$ cat src/lsu_consts.svh
`ifndef LSU_CONSTS_SVH
`define LSU_CONSTS_SVH

// SRAM window seen by the load/store unit
`define LSU_MEM_BASE    32'h8000_0000
`define LSU_MEM_DWORDS  256

// bus geometry
`define LSU_ADDR_W      32
`define LSU_DATA_W      64
`define LSU_STRB_W      8
`define LSU_MAX_SIZE    3'd3

// AXI response codes
`define LSU_AXI_OKAY    2'b00
`define LSU_AXI_SLVERR  2'b10

`endif

$ cat src/lsu_pkg.sv
package lsu_pkg;

	// bit 3 marks a store, bit 2 an unsigned load, bits 1:0 hold log2 of the size
	typedef enum logic [3:0] {
		LB  = 4'b0000,
		LH  = 4'b0001,
		LW  = 4'b0010,
		LBU = 4'b0100,
		LHU = 4'b0101,
		SB  = 4'b1000,
		SH  = 4'b1001,
		SW  = 4'b1010
	} mem_op_t;

	typedef enum logic [2:0] {
		IDLE       = 3'd0,
		READ_ADDR  = 3'd1, // the read address goes out here
		READ_DATA  = 3'd2,
		WRITE_REQ  = 3'd3, // aw and w are issued together here
		WRITE_RESP = 3'd4,
		DONE       = 3'd5
	} lsu_state_t;

endpackage

$ cat src/lsu_load_extract.sv
`timescale 1ns/1ps

module lsu_load_extract import lsu_pkg::*; (
	input  logic [31:0] addr,
	input  mem_op_t     op,
	input  logic [63:0] rdata,
	output logic [31:0] load_data
);

	logic [31:0] half;
	logic [31:0] shifted;

	// address bit 2 picks the word within the double word
	assign half = addr[2] ? rdata[63:32] : rdata[31:0];

	always_comb begin
		case (addr[1:0])
			2'b00:   shifted = half;
			2'b01:   shifted = {8'b0, half[31:8]};
			2'b10:   shifted = {16'b0, half[31:16]};
			default: shifted = {24'b0, half[31:24]};
		endcase
	end

	always_comb begin
		case (op)
			LB:      load_data = {{24{shifted[7]}}, shifted[7:0]};
			LH:      load_data = {{16{shifted[15]}}, shifted[15:0]};
			LW:      load_data = shifted;
			LBU:     load_data = {24'b0, shifted[7:0]};
			LHU:     load_data = {16'b0, shifted[15:0]};
			default: load_data = 32'b0; // stores return nothing
		endcase
	end

endmodule

$ cat config.mk
export PLATFORM = sky130hd
export DESIGN_NAME = lsu_load_extract
export DESIGN_NICKNAME = d
export VERILOG_FILES = /design/src/lsu_consts.svh /design/src/lsu_pkg.sv /design/src/lsu_load_extract.sv
export SDC_FILE = /design/constraint.sdc
export NUM_CORES = 1
export LEC_CHECK = 0
export BUFFER_PORTS_ARGS = -buffer_cell sky130_fd_sc_hd__buf_2
export CAP_MARGIN = 20
export CORE_ASPECT_RATIO = 0.7
export CORE_MARGIN = 4
export CORE_UTILIZATION = 32
export DETAILED_ROUTE_END_ITERATION = 10
export PLACE_DENSITY_LB_ADDON = 0.15
export SLEW_MARGIN = 30
export SYNTH_ARGS = -nofsm -noshare
export SYNTH_HDL_FRONTEND = slang
export SYNTH_SLANG_ARGS = --single-unit
export TNS_END_PERCENT = 10
$ cat constraint.sdc
create_clock -name vclk -period 1.6
set_clock_uncertainty 0.05 [all_clocks]
set_input_delay 0.08 -clock vclk [all_inputs]
set_output_delay 0.08 -clock vclk [all_outputs]
set_load 0.1 [all_outputs]
==> key figures, run 1 <==
Status
  • Result of the run: complete, but fails checks
  • Violated checks: setup timing

Yosys
  • Post-synthesis cell count: 156
  • Simple-gate area share of the yosys netlist: 24.2%
  • Post-synthesis average cell area: 7.40 sq um
  • Share of the synthesized netlist area taken by xor and xnor gates: 0%
  • Area fraction in compound gates after synthesis: 31.5%
  • Sequential-to-total area share from yosys stat: 0%
  • Count of cell types in the netlist: 29
  • Net count after synthesis: 256
  • Number of warnings reported in the yosys synthesis log: 0
  • Netlist area before placement: 1150 sq um
  • Largest family of logic cells by synthesized area: multiplexers
  • Mux contribution to synthesized area: 37.1%
  • Adder and majority cell fraction of the synthesized area: 0%

STA
  • Post-route clock period utilization: 122%
  • Number of failing setup endpoints in the final timing report: 30
  • Maximum clock frequency: 512 MHz
  • Worst path setup slack after routing: -0.354 ns
  • RSZ-0062 raised after global routing: yes
  • Hold Fails Final Rpt: 0
  • Worst slew slack as a fraction of its limit: 70.9%
  • Final Max Slew Viols: 0
  • Actual transition at the worst max-transition pin: 0.425 ns
  • Minimum clock period after layout: 1.95 ns

Floorplan
  • Die width: 79.8 um
  • Die height: 58.3 um
  • Starting Density: 35.0%
  • Core footprint: 3300 sq um
  • Die footprint: 4650 sq um
  • Row count: 17
  • Number of primary I/O pins: 132

Min path
  • Hold path depth: 5
  • Endpoint, Worst Hold: load_data[11]
  • Worst hold start: rdata[43]
  • Worst min-delay path category: in2out

Power
  • P per Cell Area: 395 nW/um^2
  • Net switching component of the power: 0.608 mW
  • Leakage power of the design: 1.25 nW
  • Comb power frac: 100.0%
  • Max IR drop VDD: 284 uV
  • Total Power: 1.02 mW
  • Net switching share of the total power: 59.4%
  • Power Internal: 0.416 mW
  • Portion of total power attributed to sequential cells: 0%
  • Clock network fraction of design power: 0%

Routing
  • Mean number of vias per cell: 5.42
  • Average routed wire per standard cell: 18.5 um
  • Vias after detailed routing: 1831
  • Number of DRC markers after the initial detailed-route iteration: 84
  • Antenna-violating nets left: 0
  • Post-Route WL: 6250 um
  • Number of optimization iterations in the first detailed-route pass: 4
  • Post-route DRC violation count: 0

Worst setup path
  • Setup Crit Path Kind: in2out
  • Crit path capture type: output port
  • Arrival @ worst endpoint: 1.82 ns
  • Type of origin of the critical path: input port
  • CP Data Required Time: 1.47 ns
  • Maximum fanout along the worst path: 8

Placed design
  • Total instance count after detailed placement: 336
  • Post-placement cell area: 2190 sq um
  • Setup slack after placement: -0.488 ns
  • Number of input and output port buffers inserted: 103
  • Post-DP HPWL: 4340 um
  • GPL Wtd Cong: 0.803

Global routing
  • Initial antenna violation count: 0
  • Global router's overall resource usage: 25.5%
  • Sum of overflow across all layers after global routing: 0
  • Pin count of the biggest net entering global routing: 22
  • Wire length of the first global-routing pass: 9530 um
  • Number of global-route vias before repair: 1928

Final layout
  • Number of fillers in the final layout: 211
  • Area of all placed cells without fillers: 2590 sq um
  • Number of non-filler instances in the completed layout: 338
  • FF+latch count: 0
  • Reg area: 0 sq um
  • Number of clock buffers in the layout: 0
  • Most common cell after layout, fill and taps aside: buf_2
  • Share of post-route cells with drive strength above 1: 66.0%
  • Area overhead of the layout relative to synthesis: 125%
  • Commonest cells after routing, fill and taps aside: buf_2 (70), buf_4 (44), buf_12 (21)
  • # diodes: 0
  • Final layout net count: 393

Job
  • Maximum Capacitance Violations: 0

Clock tree
  • Cts-stage hold buffer count: 0
## critical path, stage by stage
cell	delay, ns
buf_12	0.10
mux2_2	0.32
mux4_2	0.50
a32oi_4	0.29
clkbuf_16	0.22
o221ai_2	0.10
buf_6	0.21
## worst max path at each step
stage	startpoint	end	slack (ns)
finish	addr[2]	load_data[20]	-0.35
global route	addr[2]	load_data[20]	-0.40
CTS	addr[2]	load_data[23]	-0.37
detailed placement	addr[2]	load_data[16]	-0.49
global placement	addr[2]	load_data[16]	-0.44
floorplan	addr[2]	load_data[23]	-0.84
## layout make-up
| type | instances | area [sq um] | share of cell area [%] |
|---|---|---|---|
| well taps | 47 | 58.8 | 2.27 |
| multi-input cells | 140 | 1240 | 47.8 |
| inverters | 1 | 3.75 | 0.145 |
| repair buffers | 150 | 1290 | 49.8 |
## per-layer routing
metal	routed length [um]	track usage [%]	vias to the layer above
li1	-	-	879
met1	2500	33.5	843
met2	2890	42.9	94
met3	725	6.68	15
met4	140	4.34	0
met5	0	0	-
## per-stage QoR
step | setup TNS [ns] | hold slack [ns] | util [%]
3_5_place_dp | -12.08 | 0.806 | 66.4
3_3_place_gp | -10.94 | 0.815 | 66.4
2_1_floorplan | -16.19 | 0.657 | -
5_1_grt | -8.62 | 0.771 | 78.7
6_report | -7.46 | 0.731 | 78.7
4_1_cts | -6.71 | 0.722 | 77.6
## synthesized netlist by cell type
library cell / n / area share (%)
o211ai_1: 1 / 0.65
buf_2: 1 / 0.43
a211o_1: 8 / 6.1
mux2_1: 2 / 2.0
buf_6: 3 / 2.9
nor2_1: 15 / 4.9
buf_1: 5 / 1.6
a21boi_0: 1 / 0.65
o21ai_0: 9 / 3.9
o221ai_1: 6 / 4.6
nand2_1: 18 / 5.9
nor2b_1: 8 / 4.3
o2bb2ai_1: 1 / 0.76
o21ai_1: 8 / 3.5
a21oi_1: 3 / 1.3
nor3_1: 1 / 0.43
a31oi_1: 12 / 6.5
mux2_2: 2 / 2.0
o221ai_2: 1 / 1.3
nand3_1: 2 / 0.87
nor4_1: 1 / 0.54
clkbuf_1: 6 / 2.0
a32oi_4: 1 / 2.4
mux2i_1: 18 / 16
nand2b_1: 7 / 3.8
mux4_2: 9 / 18
nor4b_1: 1 / 0.76
and2_1: 5 / 2.7
inv_1: 1 / 0.32
## cell families (layout without fill, tap and decap cells)
group | after synthesis | count (layout)
mux | 31 | 31
compound gates | 51 | 51
simple gates | 58 | 58
buf+inv | 16 | 151
## power by group through the flow
stage / combinational (mW) / clock, mW / sequential [mW]
finish: 1.02 / 0 / 0
global route: 1.07 / 0 / 0
CTS: 0.992 / 0 / 0
detailed placement: 0.880 / 0 / 0
global placement: 0.873 / 0 / 0
floorplan: 0.588 / 0 / 0
## repair_timing
action | 4_1_cts | 5_1_grt
pin swaps | 2 | 1
gates resized for setup | 96 | 6
setup endpoints to repair | 30 | 30
buffers inserted | 0 | 1
cloned | 1 | 0
No activity file was read; power rests on OpenSTA's default activity.
==> run 2: changes to the inputs <==
--- a/config.mk
+++ b/config.mk
@@ -11,6 +11,7 @@
 export CORE_MARGIN = 4
 export CORE_UTILIZATION = 32
 export DETAILED_ROUTE_END_ITERATION = 10
+export GPL_TIMING_DRIVEN = 0
 export PLACE_DENSITY_LB_ADDON = 0.15
 export SLEW_MARGIN = 30
 export SYNTH_ARGS = -nofsm -noshare
==> run 2 against run 1 <==
Net effect: the run still ends with setup timing left; first-iteration DRC count up 69%; die area unchanged; setup slack worse by 0.015 ns; critical path depth up 1; largest power group unchanged.
==> key figures, run 2 (synthesis gave the netlist of run 1 again) <==
Status
  • Result of the run: complete, but fails checks
  • Violated checks: setup timing

Placed design
  • GPL Wtd Cong: 0.859
  • Number of input and output port buffers inserted: 102
  • Post-DP HPWL: 4060 um

Floorplan
  • Die height: 58.3 um
  • Die width: 79.8 um
  • Core footprint: 3300 sq um
  • Row count: 17
  • Number of primary I/O pins: 132
  • Die footprint: 4650 sq um
  • Starting Density: 35.0%

Worst setup path
  • Cell at the slowest stage of the critical path: mux4_2
  • Setup Crit Path Kind: in2out
  • CP Data Required Time: 1.47 ns
  • Delay-heaviest family, CP: compound AO/OA/AOI/OAI gates
  • Bufs and invs on worst path: 4
  • Type of origin of the critical path: input port
  • Maximum fanout along the worst path: 6
  • Crit path launch: addr[2]
  • Cell-by-cell trace of the critical path: buf_12 > buf_12 > mux4_2 > o2bb2ai_2 > a32oi_4 > buf_6 > o211ai_1 > buf_6
  • Crit path capture type: output port
  • Longest individual stage delay on the worst path: 0.52 ns
  • Arrival @ worst endpoint: 1.84 ns

Final layout
  • Area overhead of the layout relative to synthesis: 94.0%
  • Share of post-route cells with drive strength above 1: 65.4%
  • Commonest cells after routing, fill and taps aside: buf_2 (71), nand2_1 (17), buf_6 (17)
  • Fin util: 68.0%
  • FF+latch count: 0
  • Number of clock buffers in the layout: 0
  • Most common cell after layout, fill and taps aside: buf_2
  • # diodes: 0
  • Final layout net count: 365
  • Reg area: 0 sq um

Global routing
  • Pin count of the biggest net entering global routing: 11
  • Wire length of the first global-routing pass: 7850 um
  • Initial antenna violation count: 0
  • Sum of overflow across all layers after global routing: 0
  • Global router's overall resource usage: 21.0%
  • Number of global-route vias before repair: 1556

Routing
  • Number of DRC markers after the initial detailed-route iteration: 142
  • Vias after detailed routing: 1676
  • Antenna-violating nets left: 0
  • Number of optimization iterations in the first detailed-route pass: 4
  • Average routed wire per standard cell: 17.3 um
  • Post-route DRC violation count: 0
  • Post-Route WL: 5360 um
  • Mean number of vias per cell: 5.41

STA
  • Post-route clock period utilization: 123%
  • Final Max Slew Viols: 0
  • Worst slew slack as a fraction of its limit: 67.2%
  • Minimum clock period after layout: 1.97 ns
  • Maximum clock frequency: 508 MHz
  • Number of failing setup endpoints in the final timing report: 29
  • Worst path setup slack after routing: -0.369 ns
  • RSZ-0062 raised after global routing: yes
  • Setup_tns: -6.80 ns
  • Minimum hold slack: 0.675 ns
  • Hold Fails Final Rpt: 0
  • Actual transition at the worst max-transition pin: 0.478 ns

Power
  • Leakage power of the design: 1.01 nW
  • P per Cell Area: 403 nW/um^2
  • Total Power: 0.903 mW
  • Max IR drop VDD: 301 uV

Min path
  • Worst hold start: rdata[59]
  • Worst min-delay path category: in2out

Job
  • Maximum Capacitance Violations: 0
-- run 2: what timing repair did --
action	in CTS	in global routing
buffers inserted	4	0
endpoints found under the setup margin	32	32
cloned	1	0
pin swaps	1	1
hold buffers	0	0
gates resized for setup	70	43
-- run 2: power breakdown --
| group | switching [mW] | leakage [nW] | internal (mW) |
|---|---|---|---|
| Combinational | 0.578 | 1.01 | 0.325 |
| Sequential | 0 | 0 | 0 |
| Clock | 0 | 0 | 0 |
| Total | 0.578 | 1.01 | 0.325 |
-- run 2: path summary, 6_finish.rpt --
kind	cells after the start	end
max	8	load_data[23]
min	4	load_data[27]
-- run 2: tightest hold or removal path, cell delays in order --
cell,delay (ns)
buf_2,0.08
mux2i_2,0.10
o21ai_2,0.20
buf_12,0.17
-- run 2: cell type report --
class	instances	area, sq um
inverter	1	3.75
tap	47	58.8
timing repair buffer	107	791
fill	267	1060
buffer	15	115
multi-input combinational	140	1270
-- run 2: through the flow --
| stage | area (sq um) | std cells | worst slack, ns |
|---|---|---|---|
| after floorplan | 1280 | 156 | -0.842 |
| after global placement | 1850 | 305 | -0.626 |
| after detailed placement | 1850 | 305 | -0.641 |
| after CTS | 2110 | 310 | -0.359 |
| after global routing | 2240 | 310 | -0.439 |
| final | 2240 | 310 | -0.369 |
-- run 2: layer usage --
metal / global-route usage (%) / vias up / routed length (um)
met5: 0 / - / 0
met4: 0 / 0 / 0
met3: 5.43 / 0 / 545
met2: 31.6 / 75 / 2240
met1: 32.0 / 781 / 2580
li1: - / 820 / -
