**src/lsu_consts.svh**
```systemverilog
`ifndef LSU_CONSTS_SVH
`define LSU_CONSTS_SVH

// SRAM window seen by the load/store unit
`define LSU_MEM_BASE    32'h8000_0000
`define LSU_MEM_DWORDS  256

// bus geometry
`define LSU_ADDR_W      32
`define LSU_DATA_W      64
`define LSU_STRB_W      8
`define LSU_MAX_SIZE    3'd3

// AXI response codes
`define LSU_AXI_OKAY    2'b00
`define LSU_AXI_SLVERR  2'b10

`endif

```
**src/lsu_pkg.sv**
```systemverilog
package lsu_pkg;

	// bit 3 marks a store, bit 2 an unsigned load, bits 1:0 hold log2 of the size
	typedef enum logic [3:0] {
		LB  = 4'b0000,
		LH  = 4'b0001,
		LW  = 4'b0010,
		LBU = 4'b0100,
		LHU = 4'b0101,
		SB  = 4'b1000,
		SH  = 4'b1001,
		SW  = 4'b1010
	} mem_op_t;

	typedef enum logic [2:0] {
		IDLE       = 3'd0,
		READ_ADDR  = 3'd1, // the read address goes out here
		READ_DATA  = 3'd2,
		WRITE_REQ  = 3'd3, // aw and w are issued together here
		WRITE_RESP = 3'd4,
		DONE       = 3'd5
	} lsu_state_t;

endpackage

```
**src/lsu_store_align.sv**
```systemverilog
`timescale 1ns/1ps

module lsu_store_align import lsu_pkg::*; (
	input  logic        clock,
	input  logic        reset,
	input  logic        accept,
	input  logic [31:0] base,
	input  logic [31:0] offset,
	input  logic [31:0] wdata_in,
	input  mem_op_t     op,
	output logic [31:0] addr,
	output logic [2:0]  size,
	output logic [63:0] wdata,
	output logic [7:0]  wstrb
);

	logic [31:0] data_q;
	logic [7:0]  byte_mask;

	always_ff @(posedge clock) begin
		if (reset) begin
			addr <= 32'b0;
		end else if (accept) begin
			addr <= base + offset; // held until the operation is over
		end
	end

	always_ff @(posedge clock) begin
		if (accept) begin
			data_q <= wdata_in;
		end
	end

	always_comb begin
		case (op)
			LB, LBU, SB: size = 3'd0;
			LH, LHU, SH: size = 3'd1;
			default:     size = 3'd2;
		endcase
	end

	// loads leave the strobes at zero
	always_comb begin
		case (op)
			SB:      byte_mask = 8'b0000_0001;
			SH:      byte_mask = 8'b0000_0011;
			SW:      byte_mask = 8'b0000_1111;
			default: byte_mask = 8'b0000_0000;
		endcase
	end

	assign wstrb = byte_mask << addr[2:0];
	assign wdata = {32'b0, data_q} << {addr[2:0], 3'b000};

endmodule

```
**config.mk**
```make
export PLATFORM = sky130hd
export DESIGN_NAME = lsu_store_align
export DESIGN_NICKNAME = d
export VERILOG_FILES = /design/src/lsu_consts.svh /design/src/lsu_pkg.sv /design/src/lsu_store_align.sv
export SDC_FILE = /design/constraint.sdc
export NUM_CORES = 1
export LEC_CHECK = 0
export BUFFER_PORTS_ARGS = -buffer_cell sky130_fd_sc_hd__buf_2
export CAP_MARGIN = 15
export CORE_UTILIZATION = 45
export DETAILED_ROUTE_END_ITERATION = 6
export HOLD_SLACK_MARGIN = 0.06
export PLACE_DENSITY = 0.73
export SLEW_MARGIN = 40
export SYNTH_ARGS = -nofsm -noshare
export SYNTH_HDL_FRONTEND = slang
export SYNTH_SLANG_ARGS = --single-unit
```
**constraint.sdc**
```tcl
create_clock -name clock -period 3.2 [get_ports clock]
set_input_delay 0.16 -clock clock [delete_from_list [all_inputs] [get_ports clock]]
set_output_delay 0.16 -clock clock [all_outputs]
set_load 0.1 [all_outputs]
```
==> impl_metrics.tcl, run 1 <==
set metrics [dict create \
    layout_common_cells "190 x buf_2, 69 x nor2_1, 44 x mux2i_1" \
    syn_area_um2 5150 \
    worst_path_max_delay_cell "nor2_1" \
    cts_sinks 64 \
    dp.final_hpwl_mm 12.7 \
    cts_tree "built" \
    num-nets-final 964 \
    drt-total-wl_mm 16.9 \
    worst_clock_skew_ns 0 \
    power.leakage_nw 3.37 \
    drtIter0Drc 349 \
    synth_top_family_by_area "compound AO/OA/AOI/OAI gates" \
    area_growth_pct 44.3 \
    irDropWorstVdd_mv 0.353 \
    yosys.area_share.simple_pct 17.1 \
    fmax_ghz 0.340 \
    worst_slew_pin_slew_ns 0.876 \
    hold_depth 4 \
    maxSlewViolCount 0 \
    synthMuxAreaShare_pct 10.3 \
    top_layer "met4" \
    hold_violations 0 \
    grt_max_degree 50 \
    root_buffer "clkbuf_16" \
    antenna_found_initial 0 \
    synth-compound-area-share_pct 25.0 \
    synth_top_flop_cell "edfxtp_1" \
    grt_pass1_vias 5470 \
    overflow 0 \
    status "completed" \
    syn-num-nets 741 \
    grt_pass1_wl_mm 26.2 \
    avgSynthCellArea_um2 8.50 \
    grt_usage_pct 28.2 \
    antenna-diode-count 0 \
    route.met3.wl_mm 1.31 \
    synth-async-reset-ratio_pct 0 \
    die_h_um 109 \
    fp.dieArea_um2 11900 \
    drive_above_1_share_pct 36.8 \
    post-place-cells 926 \
    clock_path_buffers 2 \
    row_count 38 \
    path_class "reg2out" \
    dpl_cell_area_um2 6840 \
    ys_ff_latch 64 \
    rr_worst_depth 3 \
    final_util_pct 67.6 \
    met2_length_mm 8.42 \
    synth_edf_count 32 \
    cts-buffers-inserted 9 \
    first_pass_iters 5 \
    setup_violations 0 \
    path_common_cell "buf_4" \
    synth_adder_area_share_pct 7.92 \
    synthXorXnorAreaFrac_pct 4.42 \
    routed_via_density 5.80 \
    htreeDepth 3 \
    insertion_delay_ns 0.32 \
    io_pins 210 \
    vias 5646 \
    hold_path_class "in2reg" \
    cp-end-kind "output port" \
    ys_seq_area_share_pct 31.1 \
    routabilityCongestion 0.911 \
    yosys_warnings 0 \
    final_cell_area_um2 7430 \
    met1_length_mm 6.71 \
    layout.cells.non_filler 974 \
    ant_nets 0 \
    slew_headroom_pct 41.4 \
    netlist_instances 606 \
    finalCritPeriodShare_pct 91.9 \
    crit_required_ns 3.04 \
    post-route-min-period_ns 2.94 \
    crit_fanout 17 \
    grt_setup_unrepaired "false" \
    total_power_mw 4.29 \
    fp.dieW_um 109 \
    postCtsSetupBuffers 0 \
    powerDensity_nw_per_um2 578 \
    drc_errors 0 \
    path_cells "buf_4 -> inv_1 -> buf_4 -> nor2_1 -> a22oi_1 -> o22ai_2 -> buf_12" \
    critPathMaxStageDelay_ns 0.68 \
    port_buffers 208 \
    critPathArrivalTime_ns 2.78 \
    clk_pin_slew_worst_paths_ns 0.06 \
    coreArea_um2 11000 \
    yosysUniqueCellTypes 65 \
    cp-start-kind "flip-flop" \
    maxCapViolations 0 \
    routedWlPerCell_um 17.3 \
    setup_tns_ns 0 \
    start_util_pct 46.9 \
    layout_commonest_cell "buf_2" \
]
[synth_stat cells, drive strengths merged (5+ instances only)]
master | count | area, um2
nor3 | 11 | 66.3
nand2 | 36 | 138
nand3 | 7 | 35.0
mux2i | 44 | 440
ha | 31 | 388
nand2b | 5 | 31.3
xor2 | 6 | 52.6
nor2b | 10 | 62.6
clkbuf | 27 | 101
a21oi | 42 | 218
xnor2 | 20 | 175
nor2 | 92 | 345
o21ai | 35 | 175
a21o | 21 | 158
inv | 17 | 63.8
a22o | 12 | 105
dfxtp | 32 | 641
buf | 9 | 43.8
a211oi | 14 | 105
and3 | 6 | 37.5
o22ai | 18 | 113
mux2 | 8 | 90.1
a31oi | 5 | 52.6
edfxtp | 32 | 961
o21bai | 5 | 37.5
a22oi | 8 | 60.1
and2 | 10 | 62.6
[registers in the layout, indices dropped and copies added, names as in the netlist]
| name | count |
|---|---|
| addr | 32 |
| data_q | 32 |
[report_power, final]
group / leakage [nW] / internal, mW / switching (mW)
Sequential: 0.579 / 0.946 / 0.0693
Clock: 0.134 / 0.543 / 0.342
Combinational: 2.66 / 0.598 / 1.80
[cell type report]
| class | count | area (um2) |
|---|---|---|
| Sequential cell | 64 | 1610 |
| Tap cell | 140 | 175 |
| Timing Repair Buffer | 248 | 1700 |
| Multi-Input combinational cell | 489 | 3610 |
| Clock buffer | 13 | 250 |
| Fill cell | 895 | 3550 |
| Inverter | 17 | 63.8 |
| Clock inverter | 3 | 16.3 |
[kinds of logic after synthesis]
| logic type | count (synthesis) |
|---|---|
| and+or+nand+nor | 191 |
| AOI/OAI and AO/OA | 187 |
| DFF | 64 |
| buffers and inverters | 53 |
| muxes | 52 |
| adders and majority gates | 32 |
| xor gates and xnor gates | 26 |
| other | 1 |
[through the flow]
stage                     setup WS (ns)  hold slack, ns
after floorplan                  -0.638           0.259
after global placement            0.331           0.337
after detailed placement          0.203           0.338
after CTS                         0.322           0.227
after global routing              0.189           0.241
final                             0.258           0.230
[layer usage]
metal / vias up / track usage [%]
li1: 2676 / -
met1: 2652 / 33.6
met2: 284 / 49.6
met3: 34 / 4.84
met4: 0 / 12.3
met5: - / 0
[critical path, delay by kind of cell (launching register included)]
family,cells,cell delay [ns]
buffers and inverters,4,0.99
AND/OR/NAND/NOR,1,0.68
AO/OA/AOI/OAI,2,0.45
flip-flops,1,0.33
[timing repair]
action / CTS / global route
endpoints found under the hold margin: 32 / 0
gates resized for setup: 0 / 0
hold buffers: 32 / 0
[final timing paths]
path / to / start / slack [ns]
max reg2reg: addr[1]$_SDFFE_PP0P_ / addr[1]$_SDFFE_PP0P_ / 1.69
min: addr[0]$_SDFFE_PP0P_ / base[0] / 0.23
max: wdata[37] / addr[2]$_SDFFE_PP0P_ / 0.26
min reg2reg: addr[14]$_SDFFE_PP0P_ / addr[14]$_SDFFE_PP0P_ / 0.47
No activity file was read; power rests on OpenSTA's default activity.
==> inputs of run 2 (changes only) <==
--- a/config.mk
+++ b/config.mk
@@ -7,10 +7,10 @@
 export LEC_CHECK = 0
 export BUFFER_PORTS_ARGS = -buffer_cell sky130_fd_sc_hd__buf_2
 export CAP_MARGIN = 15
-export CORE_UTILIZATION = 45
+export CORE_UTILIZATION = 35
 export DETAILED_ROUTE_END_ITERATION = 6
 export HOLD_SLACK_MARGIN = 0.06
-export PLACE_DENSITY = 0.73
+export PLACE_DENSITY = 0.59
 export SLEW_MARGIN = 40
 export SYNTH_ARGS = -nofsm -noshare
 export SYNTH_HDL_FRONTEND = slang
==> run 2 against run 1 <==
Sequential cell count is the same. Total power is essentially flat. Design area increased by 0.96%. Worst setup slack lost 0.024 ns. Die area up 28%. Clock skew unchanged. Sequential power about the same. Clock power barely moved. Count of clock-buffer cells in the layout decreased by 2. Fmax down 0.80%.
==> impl_metrics.tcl, run 2 (synthesis gave the netlist of run 1 again) <==
set metrics [dict create \
    worst-path-buf-inv 3 \
    status "completed" \
    irDropWorstVdd_mv 0.258 \
    finalCritPeriodShare_pct 92.7 \
    setup_violations 0 \
    dp_slack_ns 0.250 \
    area_growth_pct 45.7 \
    die_h_um 123 \
    layout_commonest_cell "buf_2" \
    port_buffers 208 \
    clk_pin_slew_worst_paths_ns 0.05 \
    hold_violations 0 \
    cts-buffers-inserted 9 \
    power.switching_mw 2.21 \
    vias 5474 \
    drive_above_1_share_pct 36.9 \
    grt_usage_pct 22.2 \
    path_class "reg2out" \
    crit_family "buffers and inverters" \
    post-route-min-period_ns 2.97 \
    first_pass_iters 5 \
    hold_end "addr[0]$_SDFFE_PP0P_" \
    maxCapViolations 0 \
    root_buffer "clkbuf_16" \
    fillCellCount 1311 \
    seq_power_share_pct 23.8 \
    ant_nets 0 \
    dp.final_hpwl_mm 12.9 \
    slew_headroom_pct 44.8 \
    grt_pass1_vias 5261 \
    power_frac_comb_pct 55.6 \
    power.leakage_nw 3.38 \
    grt_setup_unrepaired "false" \
    whs_ns 0.223 \
    worst_path_max_delay_cell "dfxtp_2" \
    drt-total-wl_mm 16.8 \
    overflow 0 \
    critPathMaxStageDelay_ns 0.74 \
    final_cell_area_um2 7500 \
    dpl_cell_area_um2 6910 \
    routabilityCongestion 0.853 \
    cts_tree "built" \
    layout.cells.non_filler 1016 \
    cp-start-kind "flip-flop" \
    layout_setup_ws_ns 0.235 \
    worstReg2RegEnd "addr[2]$_SDFFE_PP0P_" \
    grt_pass1_wl_mm 26.3 \
    cts_sinks 64 \
    post-place-cells 967 \
    postCtsSetupBuffers 0 \
    row_count 43 \
    reg_top3 "addr: 32 flops, data_q: 32 flops" \
    timing.rr.start "addr[2]$_SDFFE_PP0P_" \
    routed_via_density 5.39 \
    crit_required_ns 3.04 \
    insertion_delay_ns 0.33 \
    rr_worst_depth 2 \
    routedWlPerCell_um 16.5 \
    htreeDepth 3 \
    worst_clock_skew_ns 0 \
    clkPwrFrac_pct 20.6 \
    powerDensity_nw_per_um2 572 \
    maxSlewViolCount 0 \
    hold_path_class "in2reg" \
    fmax_ghz 0.337 \
    grt_max_degree 49 \
    p_int_mw 2.08 \
    start_util_pct 36.5 \
    fp.dieW_um 123 \
    critPathArrivalTime_ns 2.81 \
    holdCritStartpoint "base[0]" \
    clock_path_buffers 2 \
    rrSetupSlack_ns 2.09 \
    num-nets-final 965 \
    path_cells "inv_1 -> nor2_1 -> buf_4 -> o21ai_0 -> o21ai_0 -> a21oi_1 -> nor2_2 -> buf_12" \
    drc_errors 0 \
    crit_fanout 25 \
    io_pins 210 \
    path_common_cell "o21ai_0" \
    layout_common_cells "190 x buf_2, 69 x nor2_1, 44 x mux2i_1" \
    coreArea_um2 14100 \
    cp-end-kind "output port" \
    antenna_found_initial 1 \
    hold_depth 4 \
    fp.dieArea_um2 15200 \
    worst_slew_pin_slew_ns 0.805 \
    p_sw_share_pct 51.5 \
    drtIter0Drc 286 \
]
-- run 2: changes by cell type in the layout (fill, tap and decap cells not counted), sizes merged --
cell / previous run / this run
clkinv: 2 / 5
diode: 0 / 1
inv: 18 / 17
buf: 216 / 217
clkbuf: 13 / 11
-- run 2: worst min-delay path, cell delays in order --
cell	delay (ns)
buf_2	0.08
ha_1	0.13
mux2i_1	0.07
nor2_1	0.08
-- run 2: per-layer routing --
metal,routed length [um],up-vias,share of wire [%],global-route usage [%]
li1,-,2676,-,-
met1,7170,2566,43,27.4
met4,276,0,1.6,7.98
met3,997,22,5.9,2.81
met5,0,-,0,0
met2,8350,210,50,39.2
-- run 2: layout make-up --
| cell class | instances | area (um2) | share of cell area, % |
|---|---|---|---|
| flip-flops and latches | 64 | 1610 | 21.4 |
| clock inverters | 5 | 22.5 | 0.300 |
| repair buffers | 249 | 1720 | 23.0 |
| multi-input cells | 489 | 3610 | 48.2 |
| diodes | 1 | 2.50 | 0.0334 |
| clock buffers | 11 | 243 | 3.24 |
| well taps | 180 | 225 | 3.00 |
| inverters | 17 | 63.8 | 0.851 |
-- run 2: power by group through the flow --
stage / sequential [mW] / clock [mW] / combinational [mW]
finish: 1.02 / 0.884 / 2.39
global route: 1.03 / 0.940 / 2.50
global placement: 1.03 / 0 / 2.33
detailed placement: 1.04 / 0 / 2.35
floorplan: 1.33 / 0 / 1.56
CTS: 1.02 / 0.909 / 2.38
-- run 2: repair_timing --
action                                 in CTS  in global routing
setup endpoints to repair                   0                  1
resized for setup                           0                  1
endpoints found under the hold margin      32                  0
hold buffers                               32                  0
-- run 2: stage by stage --
step           util, %  TNS, ns  total power [mW]
2_1_floorplan        -    -3.27              2.89
3_3_place_gp      49.0        0              3.36
3_5_place_dp      49.0        0              3.39
4_1_cts           53.2        0              4.31
5_1_grt           53.2        0              4.48
6_report          53.2        0              4.29
-- run 2: worst max-delay path by stage --
stage               slack (ns)  cells past startpoint            startpoint               endpoint
floorplan                -0.64                      3  addr[2]$_SDFFE_PP0P_              wdata[49]
global placement          0.31                     11             offset[0]  addr[30]$_SDFFE_PP0P_
detailed placement        0.25                     11             offset[0]  addr[30]$_SDFFE_PP0P_
CTS                       0.14                      5  addr[2]$_SDFFE_PP0P_              wdata[37]
global route              0.02                      8  addr[2]$_SDFFE_PP0P_               wstrb[5]
finish                    0.23                      8  addr[2]$_SDFFE_PP0P_               wstrb[5]
==> inputs of run 3 (changes only) <==
--- a/config.mk
+++ b/config.mk
@@ -7,10 +7,11 @@
 export LEC_CHECK = 0
 export BUFFER_PORTS_ARGS = -buffer_cell sky130_fd_sc_hd__buf_2
 export CAP_MARGIN = 15
-export CORE_UTILIZATION = 35
+export CORE_UTILIZATION = 50
 export DETAILED_ROUTE_END_ITERATION = 6
 export HOLD_SLACK_MARGIN = 0.06
-export PLACE_DENSITY = 0.59
+export PLACE_DENSITY = 0.8
+export SETUP_SLACK_MARGIN = 0.2
 export SLEW_MARGIN = 40
 export SYNTH_ARGS = -nofsm -noshare
 export SYNTH_HDL_FRONTEND = slang
==> run 3 against run 2 <==
Register-to-register slack lost 0.30 ns. Sequential share of layout area up 0.36 points. Cell count fell by 4.6%. Clock skew is the same. Design area decreased by 1.7%. Hold slack worse by 0.045 ns.
==> impl_metrics.tcl, run 3 (synthesis gave the netlist of run 1 again) <==
set metrics [dict create \
    hold_depth 4 \
    path_cells "buf_4 -> nand2b_2 -> nor3_1 -> o21ai_0 -> a21oi_4 -> clkbuf_4" \
    layout_common_cells "189 x buf_2, 68 x nor2_1, 44 x mux2i_1" \
    ant_nets 0 \
    powerDensity_nw_per_um2 579 \
    crit_family "buffers and inverters" \
    root_buffer "clkbuf_8" \
    hold_path_class "in2reg" \
    routabilityCongestion 0.936 \
    fp.dieW_um 103 \
    post-place-cells 921 \
    coreArea_um2 9860 \
    drive_above_1_share_pct 37.4 \
    antenna-diode-count 0 \
    antenna_found_initial 0 \
    worst_slew_pin_slew_ns 0.769 \
    grt_max_degree 43 \
    fp.dieArea_um2 10700 \
    grt_pass1_wl_mm 26.3 \
    postCtsSetupBuffers 0 \
    holdCritStartpoint "base[0]" \
    irDropWorstVdd_mv 0.329 \
    hold_end "addr[0]$_SDFFE_PP0P_" \
    row_count 36 \
    setup_violations 0 \
    status "completed" \
    grt_pass1_vias 5367 \
    rr_worst_depth 4 \
    path_class "reg2out" \
    htreeDepth 3 \
    die_h_um 103 \
    port_buffers 208 \
    grt_usage_pct 32.2 \
    drtIter0Drc 250 \
    reg_top3 "addr: 32 flops, data_q: 32 flops" \
    layout.cells.non_filler 969 \
    cts_tree "built" \
    grt_setup_unrepaired "false" \
    power.leakage_nw 3.36 \
    timing.rr.start "addr[1]$_SDFFE_PP0P_" \
    first_pass_iters 4 \
    clock_path_buffers 2 \
    insertion_delay_ns 0.35 \
    layout_commonest_cell "buf_2" \
    routedWlPerCell_um 17.5 \
    fillCellCount 731 \
    routed_via_density 5.83 \
    post-route-min-period_ns 2.73 \
    seq_area_um2 1610 \
    overflow 0 \
    worst-path-buf-inv 2 \
    maxCapViolations 0 \
    hold_violations 0 \
    io_pins 210 \
    drt-total-wl_mm 17.0 \
    worstReg2RegEnd "addr[1]$_SDFFE_PP0P_" \
    cts-buffers-inserted 9 \
    cp-end-kind "output port" \
    cp-start-kind "flip-flop" \
    crit_fanout 22 \
    worst_path_max_delay_cell "dfxtp_2" \
    worst_clock_skew_ns 0 \
    critPathMaxStageDelay_ns 0.56 \
    finalCritPeriodShare_pct 85.4 \
    start_util_pct 52.2 \
    num-nets-final 966 \
    maxSlewViolCount 0 \
    area_growth_pct 43.2 \
    multi_input_area_um2 3590 \
    whs_ns 0.177 \
    vias 5646 \
    fmax_ghz 0.366 \
    dp.final_hpwl_mm 12.6 \
    crit_required_ns 3.04 \
    critPathArrivalTime_ns 2.57 \
    cts_sinks 64 \
    slew_headroom_pct 48.5 \
    drc_errors 0 \
    clk_pin_slew_worst_paths_ns 0.07 \
    rrSetupSlack_ns 1.79 \
]
## run 3: changes by cell type in the layout (fill, tap and decap cells not counted), sizes merged
cell      delta
bufinv       +3
diode        -1
clkinvlp     +1
clkinv       -3
## run 3: worst max path at each step
| stage | start | endpoint | slack (ns) | cells past startpoint |
|---|---|---|---|---|
| global route | addr[2]$_SDFFE_PP0P_ | wstrb[6] | 0.37 | 6 |
| CTS | addr[2]$_SDFFE_PP0P_ | wstrb[6] | 0.22 | 6 |
| finish | addr[2]$_SDFFE_PP0P_ | wstrb[6] | 0.47 | 6 |
| detailed placement | offset[0] | addr[30]$_SDFFE_PP0P_ | 0.23 | 11 |
| global placement | offset[0] | addr[30]$_SDFFE_PP0P_ | 0.32 | 11 |
| floorplan | addr[1]$_SDFFE_PP0P_ | wdata[40] | -0.36 | 4 |
## run 3: per-layer routing
layer | GRT usage (%) | up-vias | wire length [um]
met1 | 37.2 | 2602 | 6580
met3 | 6.99 | 54 | 1360
li1 | - | 2671 | -
met2 | 55.1 | 319 | 8360
met4 | 18.7 | 0 | 682
met5 | 0 | - | 0
## run 3: layout make-up
cell class / count / share of cell area (%)
repair buffers: 250 / 23.2
multi-input cells: 489 / 48.7
clock inverters: 6 / 1.46
flip-flops and latches: 64 / 21.8
well taps: 133 / 2.26
clock buffers: 10 / 1.73
inverters: 17 / 0.865
## run 3: worst min-delay path, cell delays in order
cell	delay [ns]
buf_2	0.08
ha_1	0.12
mux2i_1	0.06
nor2_1	0.07
## run 3: power breakdown
part | internal, mW | leakage (nW) | switching (mW)
combinational | 0.596 | 2.66 | 1.81
clock | 0.515 | 0.116 | 0.347
sequential | 0.945 | 0.579 | 0.0586
## run 3: what timing repair did
| action | in CTS | in global routing |
|---|---|---|
| endpoints found under the setup margin | 0 | 1 |
| hold buffers | 32 | 0 |
| hold endpoints to repair | 32 | 0 |
| gates resized for setup | 0 | 2 |
## run 3: metrics by stage
step	setup TNS, ns	utilization (%)	setup WS [ns]	instance area, um2	total power [mW]
floorplan	-3.92	-	-0.356	5400	2.88
global placement	0	69.1	0.318	6810	3.33
detailed placement	0	69.1	0.231	6810	3.37
CTS	0	74.7	0.223	7370	4.26
global route	0	74.8	0.366	7370	4.43
finish	0	74.8	0.467	7370	4.27
