$ cat src/lsu_consts.svh
`ifndef LSU_CONSTS_SVH
`define LSU_CONSTS_SVH

// SRAM window seen by the load/store unit
`define LSU_MEM_BASE    32'h8000_0000
`define LSU_MEM_DWORDS  256

// bus geometry
`define LSU_ADDR_W      32
`define LSU_DATA_W      64
`define LSU_STRB_W      8
`define LSU_MAX_SIZE    3'd3

// AXI response codes
`define LSU_AXI_OKAY    2'b00
`define LSU_AXI_SLVERR  2'b10

`endif

$ cat src/lsu_pkg.sv
package lsu_pkg;

	// bit 3 marks a store, bit 2 an unsigned load, bits 1:0 hold log2 of the size
	typedef enum logic [3:0] {
		LB  = 4'b0000,
		LH  = 4'b0001,
		LW  = 4'b0010,
		LBU = 4'b0100,
		LHU = 4'b0101,
		SB  = 4'b1000,
		SH  = 4'b1001,
		SW  = 4'b1010
	} mem_op_t;

	typedef enum logic [2:0] {
		IDLE       = 3'd0,
		READ_ADDR  = 3'd1, // the read address goes out here
		READ_DATA  = 3'd2,
		WRITE_REQ  = 3'd3, // aw and w are issued together here
		WRITE_RESP = 3'd4,
		DONE       = 3'd5
	} lsu_state_t;

endpackage

$ cat src/lsu_ctrl.sv
`timescale 1ns/1ps

module lsu_ctrl import lsu_pkg::*; (
	input  logic        clock,
	input  logic        reset,

	input  logic        req_valid,
	output logic        req_ready,
	input  mem_op_t     req_op,
	output logic        accept,
	output mem_op_t     cur_op,

	output logic        arvalid,
	input  logic        arready,
	input  logic        rvalid,
	output logic        rready,
	input  logic [1:0]  rresp,

	output logic        awvalid,
	input  logic        awready,
	output logic        wvalid,
	input  logic        wready,
	input  logic        bvalid,
	output logic        bready,
	input  logic [1:0]  bresp,

	input  logic [31:0] load_data,
	output logic        resp_valid,
	output logic [31:0] resp_data,
	output logic        resp_err
);

	lsu_state_t state;
	logic       issued;  // valids for this operation have been raised
	logic       aw_done;
	logic       w_done;
	logic       aw_hs;
	logic       w_hs;

	assign req_ready  = (state == IDLE);
	assign accept     = req_valid & req_ready;
	assign rready     = (state == READ_DATA);
	assign bready     = (state == WRITE_RESP);
	assign resp_valid = (state == DONE);

	assign aw_hs = awvalid & awready;
	assign w_hs  = wvalid & wready;

	always_ff @(posedge clock) begin
		if (reset) begin
			state     <= IDLE;
			cur_op    <= LB;
			issued    <= 1'b0;
			arvalid   <= 1'b0;
			awvalid   <= 1'b0;
			wvalid    <= 1'b0;
			aw_done   <= 1'b0;
			w_done    <= 1'b0;
			resp_data <= 32'b0;
			resp_err  <= 1'b0;
		end else begin
			case (state)
				IDLE: begin
					if (accept) begin
						cur_op  <= req_op;
						issued  <= 1'b0;
						aw_done <= 1'b0;
						w_done  <= 1'b0;
						state   <= (req_op inside {SB, SH, SW}) ? WRITE_REQ : READ_ADDR;
					end
				end
				READ_ADDR: begin
					if (!issued) begin
						arvalid <= 1'b1; // the address register has settled by now
						issued  <= 1'b1;
					end else if (arready) begin
						arvalid <= 1'b0;
						state   <= READ_DATA;
					end
				end
				READ_DATA: begin
					if (rvalid) begin
						resp_data <= rresp[1] ? 32'b0 : load_data;
						resp_err  <= rresp[1]; // slverr and decerr both set bit 1
						state     <= DONE;
					end
				end
				WRITE_REQ: begin
					if (!issued) begin
						awvalid <= 1'b1;
						wvalid  <= 1'b1;
						issued  <= 1'b1;
					end else begin
						if (aw_hs) begin
							awvalid <= 1'b0;
							aw_done <= 1'b1;
						end
						if (w_hs) begin
							wvalid <= 1'b0;
							w_done <= 1'b1;
						end
						// the two channels may complete on different edges
						if ((aw_done || aw_hs) && (w_done || w_hs)) begin
							state <= WRITE_RESP;
						end
					end
				end
				WRITE_RESP: begin
					if (bvalid) begin
						resp_data <= 32'b0;
						resp_err  <= bresp[1];
						state     <= DONE;
					end
				end
				DONE: begin
					state <= IDLE;
				end
				default: begin
					state <= IDLE;
				end
			endcase
		end
	end

endmodule

$ cat config.mk
export PLATFORM = sky130hd
export DESIGN_NAME = lsu_ctrl
export DESIGN_NICKNAME = d
export VERILOG_FILES = /design/src/lsu_consts.svh /design/src/lsu_pkg.sv /design/src/lsu_ctrl.sv
export SDC_FILE = /design/constraint.sdc
export NUM_CORES = 1
export LEC_CHECK = 0
export BUFFER_PORTS_ARGS = -buffer_cell sky130_fd_sc_hd__clkbuf_2
export CAP_MARGIN = 0
export CORE_ASPECT_RATIO = 1.75
export CORE_MARGIN = 1
export CORE_UTILIZATION = 45
export CTS_CLUSTER_DIAMETER = 80
export DETAILED_ROUTE_END_ITERATION = 12
export PLACE_DENSITY_LB_ADDON = 0.2
export SLEW_MARGIN = 15
export SYNTH_ARGS = -nofsm -noshare
export SYNTH_HDL_FRONTEND = slang
export SYNTH_SLANG_ARGS = --single-unit
$ cat constraint.sdc
create_clock -name clock -period 1.6 [get_ports clock]
set_input_delay 0.08 -clock clock [delete_from_list [all_inputs] [get_ports clock]]
set_output_delay 0.08 -clock clock [all_outputs]
set_load 0.1 [all_outputs]
==> results of run 1 <==
[stage by stage]
stage | setup WS [ps] | hold slack (ps) | util, % | instances
finish | 76.40 | 21.72 | 63.88 | 373
global route | 8.634 | 14.36 | 63.88 | 373
CTS | 34.13 | 11.85 | 63.76 | 373
detailed placement | 170.1 | 326.0 | 61.78 | 366
global placement | 206.5 | 320.5 | 61.78 | 366
floorplan | -496.6 | 227.6 | - | 233
[synth_stat cells, drive strengths merged]
library cell / instances / area (sq um)
and3b: 1 / 8.760
nor3: 1 / 16.27
a32oi: 2 / 17.52
nand2b: 2 / 12.51
a31oi: 1 / 6.260
and3: 2 / 12.51
and2: 1 / 6.260
a21oi: 48 / 255.3
nor2b: 2 / 15.02
mux2i: 2 / 20.02
clkbuf: 6 / 22.52
o22ai: 1 / 6.260
nand3b: 3 / 38.79
nor2: 14 / 52.55
a2111o: 1 / 11.26
nand2: 39 / 146.4
a21o: 1 / 7.510
buf: 12 / 90.08
dfxtp: 46 / 920.9
a211oi: 4 / 30.03
a22oi: 1 / 7.510
mux2: 1 / 11.26
nand3: 38 / 190.2
o31a: 1 / 8.760
inv: 3 / 11.26
[layout make-up]
cell class / instances / area share [%]
Sequential cell: 46 / 35.21
Multi-Input combinational cell: 166 / 33.97
Tap cell: 49 / 2.334
Clock buffer: 6 / 2.763
Inverter: 3 / 0.5717
Clock inverter: 1 / 0.2859
Timing Repair Buffer: 102 / 24.87
[worst paths after layout]
kind	cells past startpoint	slack, ps	end
worst min register to register	2	450	resp_data[24]
worst min-delay path	3	20	resp_data[0]
worst max-delay path	5	80	accept
worst max register to register	5	190	state[1]
[routing by layer]
layer  GRT usage, %  wire, um  share of wire, %
met5              0         0                 0
met2          37.43      2433                53
met1          22.09      1856                41
met3          3.952       201               4.4
met4          9.091        73               1.6
[worst max-delay path: stages (launching register included)]
cell and delay (ps):
dfxtp_2 400, buf_4 170, nor3_4 200, nand2_4 120, clkinvlp_4 100, buf_12 160
[state kept, by name, indices dropped and copies added (netlist names)]
register / flops
resp_err: 1
aw_done: 1
issued: 1
cur_op: 4
resp_data: 32
wvalid: 1
arvalid: 1
state: 3
awvalid: 1
w_done: 1
[what timing repair did]
action                                  4_1_cts  5_1_grt
endpoints found under the setup margin        1        1
gates resized for setup                       1        1
hold endpoints to repair                      0        0
[kinds of logic (layout without fill, tap and decap cells)]
group	after synthesis	in the layout	synth area share [%]
multiplexers	3	3	1.624
AND/OR/NAND/NOR	103	103	25.93
flip-flops	46	46	47.82
AO/OA/AOI/OAI	60	60	18.19
buffers and inverters	21	112	6.432
[power by group]
part	internal, mW	switching, mW
clock network	0.300	0.354
logic	0.229	0.549
registers	1.19	0.0378
==> flow_metrics.env, run 1 <==
export IMPL_crit_fanout=11
export IMPL_grtUsageTotal_pct=20.44
export IMPL_start_kind="register"
export IMPL_insertion_delay_ps=290
export IMPL_io_buffer_count=90
export IMPL_slew_headroom_pct=62.72
export IMPL_postCtsSetupRepairBufs=0
export IMPL_clock_tree_buffer_depth=2
export IMPL_startpoint="state[0]"
export IMPL_n_antenna_cell=0
export IMPL_ant_nets=0
export IMPL_status="finished, final reports clean"
export IMPL_rr_startpoint="state[1]"
export IMPL_htree_num_levels=2
export IMPL_p_leak_nw=1.135
export IMPL_arrival_ps=1440
export IMPL_grt_first_pass_wirelength_um=7162
export IMPL_die_w_um=51.45
export IMPL_cp_required_ps=1520
export IMPL_tightestPinTransition_ps=561.6
export IMPL_synthCells=233
export IMPL_setup_violations=0
export IMPL_endpoint_kind="output pin"
export IMPL_ios=93
export IMPL_layout_nets=372
export IMPL_avgViaCountPerCell=5.206
export IMPL_cts_made_buffers=5
export IMPL_yosysUniqueCellTypes=32
export IMPL_rows=31
export IMPL_cts_root_buf="clkbuf_8"
export IMPL_hold_path_class="primary input to register"
export IMPL_synth_seq_cells=46
export IMPL_irDropWorstVdd_v=0.0007076
export IMPL_fin_area_sq_um=2626
export IMPL_vias=1942
export IMPL_area_growth_pct=36.39
export IMPL_clock_sinks=46
export IMPL_ys_seq_area_share_pct=47.82
export IMPL_avgSynthCellArea_sq_um=8.264
export IMPL_fmax_ghz=0.6563
export IMPL_die_area_sq_um=4555
export IMPL_gr_total_overflow=0
export IMPL_n_fill_cell=415
export IMPL_drt_iter0_markers=23
export IMPL_multi_input_area_sq_um=892.1
export IMPL_regArea_sq_um=924.6
export IMPL_drive_gt1_share_pct=37.35
export IMPL_core_area_sq_um=4111
export IMPL_finalPower_mw=2.658
export IMPL_finalCritPeriodShare_pct=95.22
export IMPL_setup_tns_ps=0
export IMPL_die_h_um=88.54
export IMPL_final_common_cell="clkbuf_2"
export IMPL_fin_skew_ps=6.728
export IMPL_ys_warn_count=0
export IMPL_tritoncts="built"
export IMPL_most_common_layout_cells="85 x clkbuf_2, 46 x a21oi_1, 43 x dfxtp_1"
export IMPL_dpl_hpwl_um=3360
export IMPL_drc=0
export IMPL_fin_crit_ps=1524
export IMPL_syn_cell_area_sq_um=1926
export IMPL_max_cap_violations=0
export IMPL_dpl_cell_area_sq_um=2540
export IMPL_grt_pass1_vias=1717
export IMPL_min_from="load_data[0]"
export IMPL_rsz0062_at_grt="no"
export IMPL_grt_max_degree=33
export IMPL_drt_pass1_iter_count=6
export IMPL_place_congestion=0.8759
export IMPL_ctsHoldBuffers=0
export IMPL_path_class="register to output pin"
export IMPL_path_clk_slew_ps=80
export IMPL_synth_fp_nets=281
export IMPL_start_util_pct=46.84
export IMPL_wl_um=4565
export IMPL_wl_per_cell_um=12.24
export IMPL_antenna_found_initial=0
export IMPL_hold_viol_final=0
export IMPL_power_density_nw_per_um2=1012
export IMPL_maxSlewViolCount=0
(Power assumes the default switching activity.)
==> run 2, diff against run 1 <==
==> constraint.sdc (replaced) <==
create_clock -name clock -period 1.65 [get_ports clock]
set_input_delay 0.0825 -clock clock [delete_from_list [all_inputs] [get_ports clock]]
set_output_delay 0.0825 -clock clock [all_outputs]
set_load 0.1 [all_outputs]
==> flow_metrics.env, run 2 (synthesis results as in run 1) <==
export IMPL_cp_depth=4
export IMPL_slowest_stage="dfxtp_1"
export IMPL_hold_path_class="primary input to register"
export IMPL_setup_tns_ps=0
export IMPL_hold_viol_final=0
export IMPL_m1WireLength_um=1836
export IMPL_drt_iter0_markers=44
export IMPL_r2r_cells=6
export IMPL_irDropWorstVdd_v=0.0006889
export IMPL_worstHoldPathCells=3
export IMPL_p_leak_nw=1.144
export IMPL_drive_gt1_share_pct=36.73
export IMPL_avgViaCountPerCell=5.212
export IMPL_cts_root_buf="clkbuf_8"
export IMPL_postCtsSetupRepairBufs=0
export IMPL_status="finished, final reports clean"
export IMPL_setup_violations=0
export IMPL_tritoncts="built"
export IMPL_finalPower_mw=2.740
export IMPL_cp_required_ps=1570
export IMPL_n_fill_cell=413
export IMPL_wl_um=4612
export IMPL_fin_area_sq_um=2644
export IMPL_rsz0062_at_grt="no"
export IMPL_dr_max_layer_used="met4"
export IMPL_tightestPinTransition_ps=558.8
export IMPL_cts_made_buffers=5
export IMPL_ant_nets=0
export IMPL_min_from="load_data[29]"
export IMPL_antenna_found_initial=0
export IMPL_wl_per_cell_um=12.36
export IMPL_io_buffer_count=90
export IMPL_ctsHoldBuffers=0
export IMPL_path_class="register to output pin"
export IMPL_fin_crit_ps=1546
export IMPL_area_growth_pct=37.30
export IMPL_rr_startpoint="state[1]"
export IMPL_grt_max_degree=33
export IMPL_place_congestion=0.9425
export IMPL_crit_fanout=8
export IMPL_dpl_cell_area_sq_um=2532
export IMPL_drt_pass1_iter_count=4
export IMPL_cp_top_family="flip-flops"
export IMPL_slew_headroom_pct=62.91
export IMPL_holdWs_ps=21.34
export IMPL_power_density_nw_per_um2=1037
export IMPL_insertion_delay_ps=290
export IMPL_path_clk_slew_ps=80
export IMPL_path_buf_inv=2
export IMPL_layout_nets=371
export IMPL_route_met2_wl_um=2505
export IMPL_largestRegisters="resp_data x32, cur_op x4, state x3"
export IMPL_finalCritPeriodShare_pct=93.68
export IMPL_start_util_pct=46.84
export IMPL_endpoint_kind="output pin"
export IMPL_top_register="resp_data"
export IMPL_start_kind="register"
export IMPL_fin_skew_ps=5.352
export IMPL_htree_num_levels=2
export IMPL_clock_sinks=46
export IMPL_gr_total_overflow=0
export IMPL_largest_reg_flops=32
export IMPL_r2r_slack_ps=200
export IMPL_crit_chain="buf_4, nand2b_1, nor2_2, buf_12"
export IMPL_grtUsageTotal_pct=20.60
export IMPL_dpl_hpwl_um=3428
export IMPL_slowest_delay_ps=500
export IMPL_fmax_ghz=0.6470
export IMPL_rows=31
export IMPL_grt_pass1_vias=1692
export IMPL_n_antenna_cell=0
export IMPL_grt_first_pass_wirelength_um=7120
export IMPL_maxSlewViolCount=0
export IMPL_ios=93
export IMPL_r2r_end="resp_data[18]"
export IMPL_wl_met3_um=204
export IMPL_vias=1944
export IMPL_final_common_cell="clkbuf_2"
export IMPL_die_h_um=88.54
export IMPL_arrival_ps=1460
export IMPL_core_area_sq_um=4111
export IMPL_min_to="resp_data[29]"
export IMPL_drc=0
export IMPL_clock_tree_buffer_depth=2
export IMPL_max_cap_violations=0
export IMPL_die_w_um=51.45
export IMPL_most_common_layout_cells="85 x clkbuf_2, 46 x a21oi_1, 44 x dfxtp_1"
export IMPL_die_area_sq_um=4555
==> run 2: cell types whose count changed in the layout (fill, tap and decap cells not counted), sizes merged <==
cell,previous run,this run
bufinv,0,1
clkinvlp,2,1
buf,17,16
clkbuf,91,92
==> run 2: worst max-delay path by stage <==
stage                   from       endpoint  slack (ps)
floorplan           state[1]         accept        -450
finish              state[2]     resp_valid         100
CTS                 state[1]         accept          50
global route        state[2]     resp_valid           1
detailed placement  state[1]  resp_data[18]         210
global placement    state[2]       resp_err         250
==> run 2: stage by stage <==
| stage | util, % | worst slack, ps | std cells |
|---|---|---|---|
| floorplan | - | -449.1 | 233 |
| global route | 64.30 | 1.497 | 373 |
| finish | 64.30 | 104.4 | 373 |
| detailed placement | 61.59 | 212.5 | 365 |
| CTS | 64.18 | 46.79 | 373 |
| global placement | 61.59 | 252.5 | 365 |
==> run 2: report_power, final <==
part           total (mW)  internal, mW  leakage, nW  switching, mW
logic               0.756         0.221        0.718          0.535
clock network       0.799         0.453       0.0524          0.346
registers            1.19          1.15        0.373         0.0336
total                2.74          1.83         1.14          0.915
==> run 2: metal layers <==
layer  GRT usage [%]  vias to the layer above
li1                -                      987
met1           21.60                      893
met2           38.02                       56
met3           4.467                        8
met4           9.337                        0
met5               0                        -
==> run 2: cell type report <==
type	instances	area, sq um	area share (%)
inverter	3	15.01	0.5679
multi-input combinational	166	892.1	33.74
tap	49	61.31	2.319
timing repair buffer	101	645.6	24.42
clock inverter	1	30.03	1.136
clock buffer	7	76.32	2.887
sequential	46	923.4	34.93
==> run 2: worst reg2reg max path, stage by stage (launching register included) <==
cell and delay [ps]:
dfxtp_1 440, buf_4 210, nor2_1 70, a21oi_2 190
buf_12 200, nand3_1 100, a21oi_1 180
==> run 2: repair_timing <==
action | CTS | global route
resized for setup | 0 | 1
endpoints found under the hold margin | 0 | 0
setup endpoints to repair | 0 | 1
==> run 3, diff against run 2 <==
--- a/config.mk
+++ b/config.mk
@@ -7,9 +7,9 @@
 export LEC_CHECK = 0
 export BUFFER_PORTS_ARGS = -buffer_cell sky130_fd_sc_hd__clkbuf_2
 export CAP_MARGIN = 0
-export CORE_ASPECT_RATIO = 1.75
 export CORE_MARGIN = 1
 export CORE_UTILIZATION = 45
+export CTS_BUF_LIST = sky130_fd_sc_hd__clkbuf_8
 export CTS_CLUSTER_DIAMETER = 80
 export DETAILED_ROUTE_END_ITERATION = 12
 export PLACE_DENSITY_LB_ADDON = 0.2
==> flow_metrics.env, run 3 (synthesis results as in run 1) <==
export IMPL_most_common_layout_cells="85 x clkbuf_2, 46 x a21oi_1, 42 x dfxtp_1"
export IMPL_fin_crit_ps=1583
export IMPL_drt_pass1_iter_count=4
export IMPL_n_fill_cell=365
export IMPL_place_congestion=0.7802
export IMPL_fmax_ghz=0.6318
export IMPL_fin_skew_ps=7.836
export IMPL_postCtsSetupRepairBufs=0
export IMPL_dpl_hpwl_um=3121
export IMPL_drive_gt1_share_pct=38.20
export IMPL_status="finished, final reports clean"
export IMPL_pwr_share_seq_pct=43.0
export IMPL_path_class="register to output pin"
export IMPL_setup_violations=0
export IMPL_core_area_sq_um=4058
export IMPL_r2r_end="resp_data[30]"
export IMPL_layout_nets=370
export IMPL_largestRegisters="resp_data x32, cur_op x4, state x3"
export IMPL_final_common_cell="clkbuf_2"
export IMPL_clock_sinks=46
export IMPL_p_leak_nw=1.140
export IMPL_gr_total_overflow=0
export IMPL_vias=1914
export IMPL_endpoint_kind="output pin"
export IMPL_power_density_nw_per_um2=1049
export IMPL_area_growth_pct=37.30
export IMPL_rows=23
export IMPL_tritoncts="built"
export IMPL_tightestPinTransition_ps=553.3
export IMPL_p_comb_share_pct=26.8
export IMPL_arrival_ps=1500
export IMPL_irDropWorstVdd_v=0.0007995
export IMPL_min_from="load_data[9]"
export IMPL_wl_per_cell_um=11.79
export IMPL_io_buffer_count=90
export IMPL_start_util_pct=47.46
export IMPL_hold_path_class="primary input to register"
export IMPL_die_w_um=67.42
export IMPL_final_cells=372
export IMPL_ant_nets=0
export IMPL_rr_startpoint="state[2]"
export IMPL_ctsHoldBuffers=0
export IMPL_clock_tree_buffer_depth=2
export IMPL_cts_root_buf="clkbuf_8"
export IMPL_r2r_slack_ps=170
export IMPL_r2r_cells=5
export IMPL_start_kind="register"
export IMPL_power_internal_mw=1.855
export IMPL_rsz0062_at_grt="no"
export IMPL_drc=0
export IMPL_finalCoreUtilization_pct=65.16
export IMPL_htree_num_levels=2
export IMPL_avgViaCountPerCell=5.145
export IMPL_swShare_pct=33.12
export IMPL_cts_made_buffers=5
export IMPL_maxSlewViolCount=0
export IMPL_grt_max_degree=33
export IMPL_cp_required_ps=1570
export IMPL_die_h_um=67.42
export IMPL_grt_first_pass_wirelength_um=6610
export IMPL_slew_headroom_pct=63.27
export IMPL_finalCritPeriodShare_pct=95.93
export IMPL_crit_fanout=14
export IMPL_die_area_sq_um=4545
export IMPL_pwr_share_clk_pct=30.1
export IMPL_n_antenna_cell=0
export IMPL_wl_um=4386
export IMPL_hold_viol_final=0
export IMPL_min_to="resp_data[9]"
export IMPL_placedCellCount=365
export IMPL_largest_reg_flops=32
export IMPL_top_register="resp_data"
export IMPL_antenna_found_initial=0
export IMPL_drt_iter0_markers=87
export IMPL_path_clk_slew_ps=80
export IMPL_ios=93
export IMPL_grt_pass1_vias=1510
export IMPL_worstHoldPathCells=3
export IMPL_max_cap_violations=0
export IMPL_insertion_delay_ps=290
export IMPL_p_sw_uw=918.7
export IMPL_grtUsageTotal_pct=19.46
[run 3: cell types whose count changed in the layout (fill, tap and decap cells not counted), sizes merged]
cell    delta
buf        -1
clkbuf     -1
[run 3: how the worst max path moves through the flow]
stage          depth (start not counted)  startpoint       endpoint  slack, ps
3_3_place_gp                           4    state[0]       state[1]        210
6_report                               5    state[1]     resp_valid         70
3_5_place_dp                           5    state[2]  resp_data[30]        160
2_1_floorplan                          4    state[1]         accept       -450
5_1_grt                                5    state[1]     resp_valid         10
4_1_cts                                5    state[0]         accept         40
[run 3: critical path, stage by stage (launching register included)]
cell and delay [ps]:
dfxtp_2 350, buf_4 160, buf_4 170, nand2b_4 150, nor2_2 170, buf_12 190
[run 3: final cells by class]
class	count	area (sq um)	share of cell area [%]
clock buffers	6	82.58	3.124
clock inverters	1	30.03	1.136
inverters	3	15.01	0.5679
multi-input cells	166	902.1	34.12
flip-flops and latches	46	925.9	35.02
well taps	50	62.56	2.366
repair buffers	100	625.6	23.66
[run 3: power groups by stage]
| stage | registers (mW) | logic (mW) | clock network [mW] |
|---|---|---|---|
| final | 1.19 | 0.744 | 0.836 |
| after detailed placement | 1.22 | 0.737 | 0 |
| after CTS | 1.19 | 0.740 | 0.858 |
| after global routing | 1.20 | 0.792 | 0.905 |
| after floorplan | 1.43 | 0.327 | 0 |
| after global placement | 1.22 | 0.736 | 0 |
[run 3: what timing repair did]
action	4_1_cts	5_1_grt
pin swaps	0	1
resized for setup	2	3
setup endpoints to repair	2	3
[run 3: metal layers]
metal | global-route usage [%] | up-vias | wire length [um] | share of wire, %
li1 | - | 986 | - | -
met1 | 23.59 | 871 | 1968 | 45
met2 | 32.00 | 53 | 2120 | 48
met3 | 6.250 | 4 | 248 | 5.7
met4 | 7.181 | 0 | 48 | 1.1
met5 | 0 | - | 0 | 0
[run 3: per-stage QoR]
| step | TNS (ps) | hold slack, ps | instance area (sq um) | worst slack (ps) | total power, mW |
|---|---|---|---|---|---|
| after global routing | 0 | 11.39 | 2644 | 14.75 | 2.898 |
| after detailed placement | 0 | 326.2 | 2514 | 163.7 | 1.955 |
| final | 0 | 15.51 | 2644 | 67.20 | 2.774 |
| after CTS | 0 | 10.60 | 2629 | 42.03 | 2.791 |
| after global placement | 0 | 321.8 | 2514 | 213.8 | 1.952 |
| after floorplan | -2834 | 230.1 | 1942 | -449.1 | 1.757 |
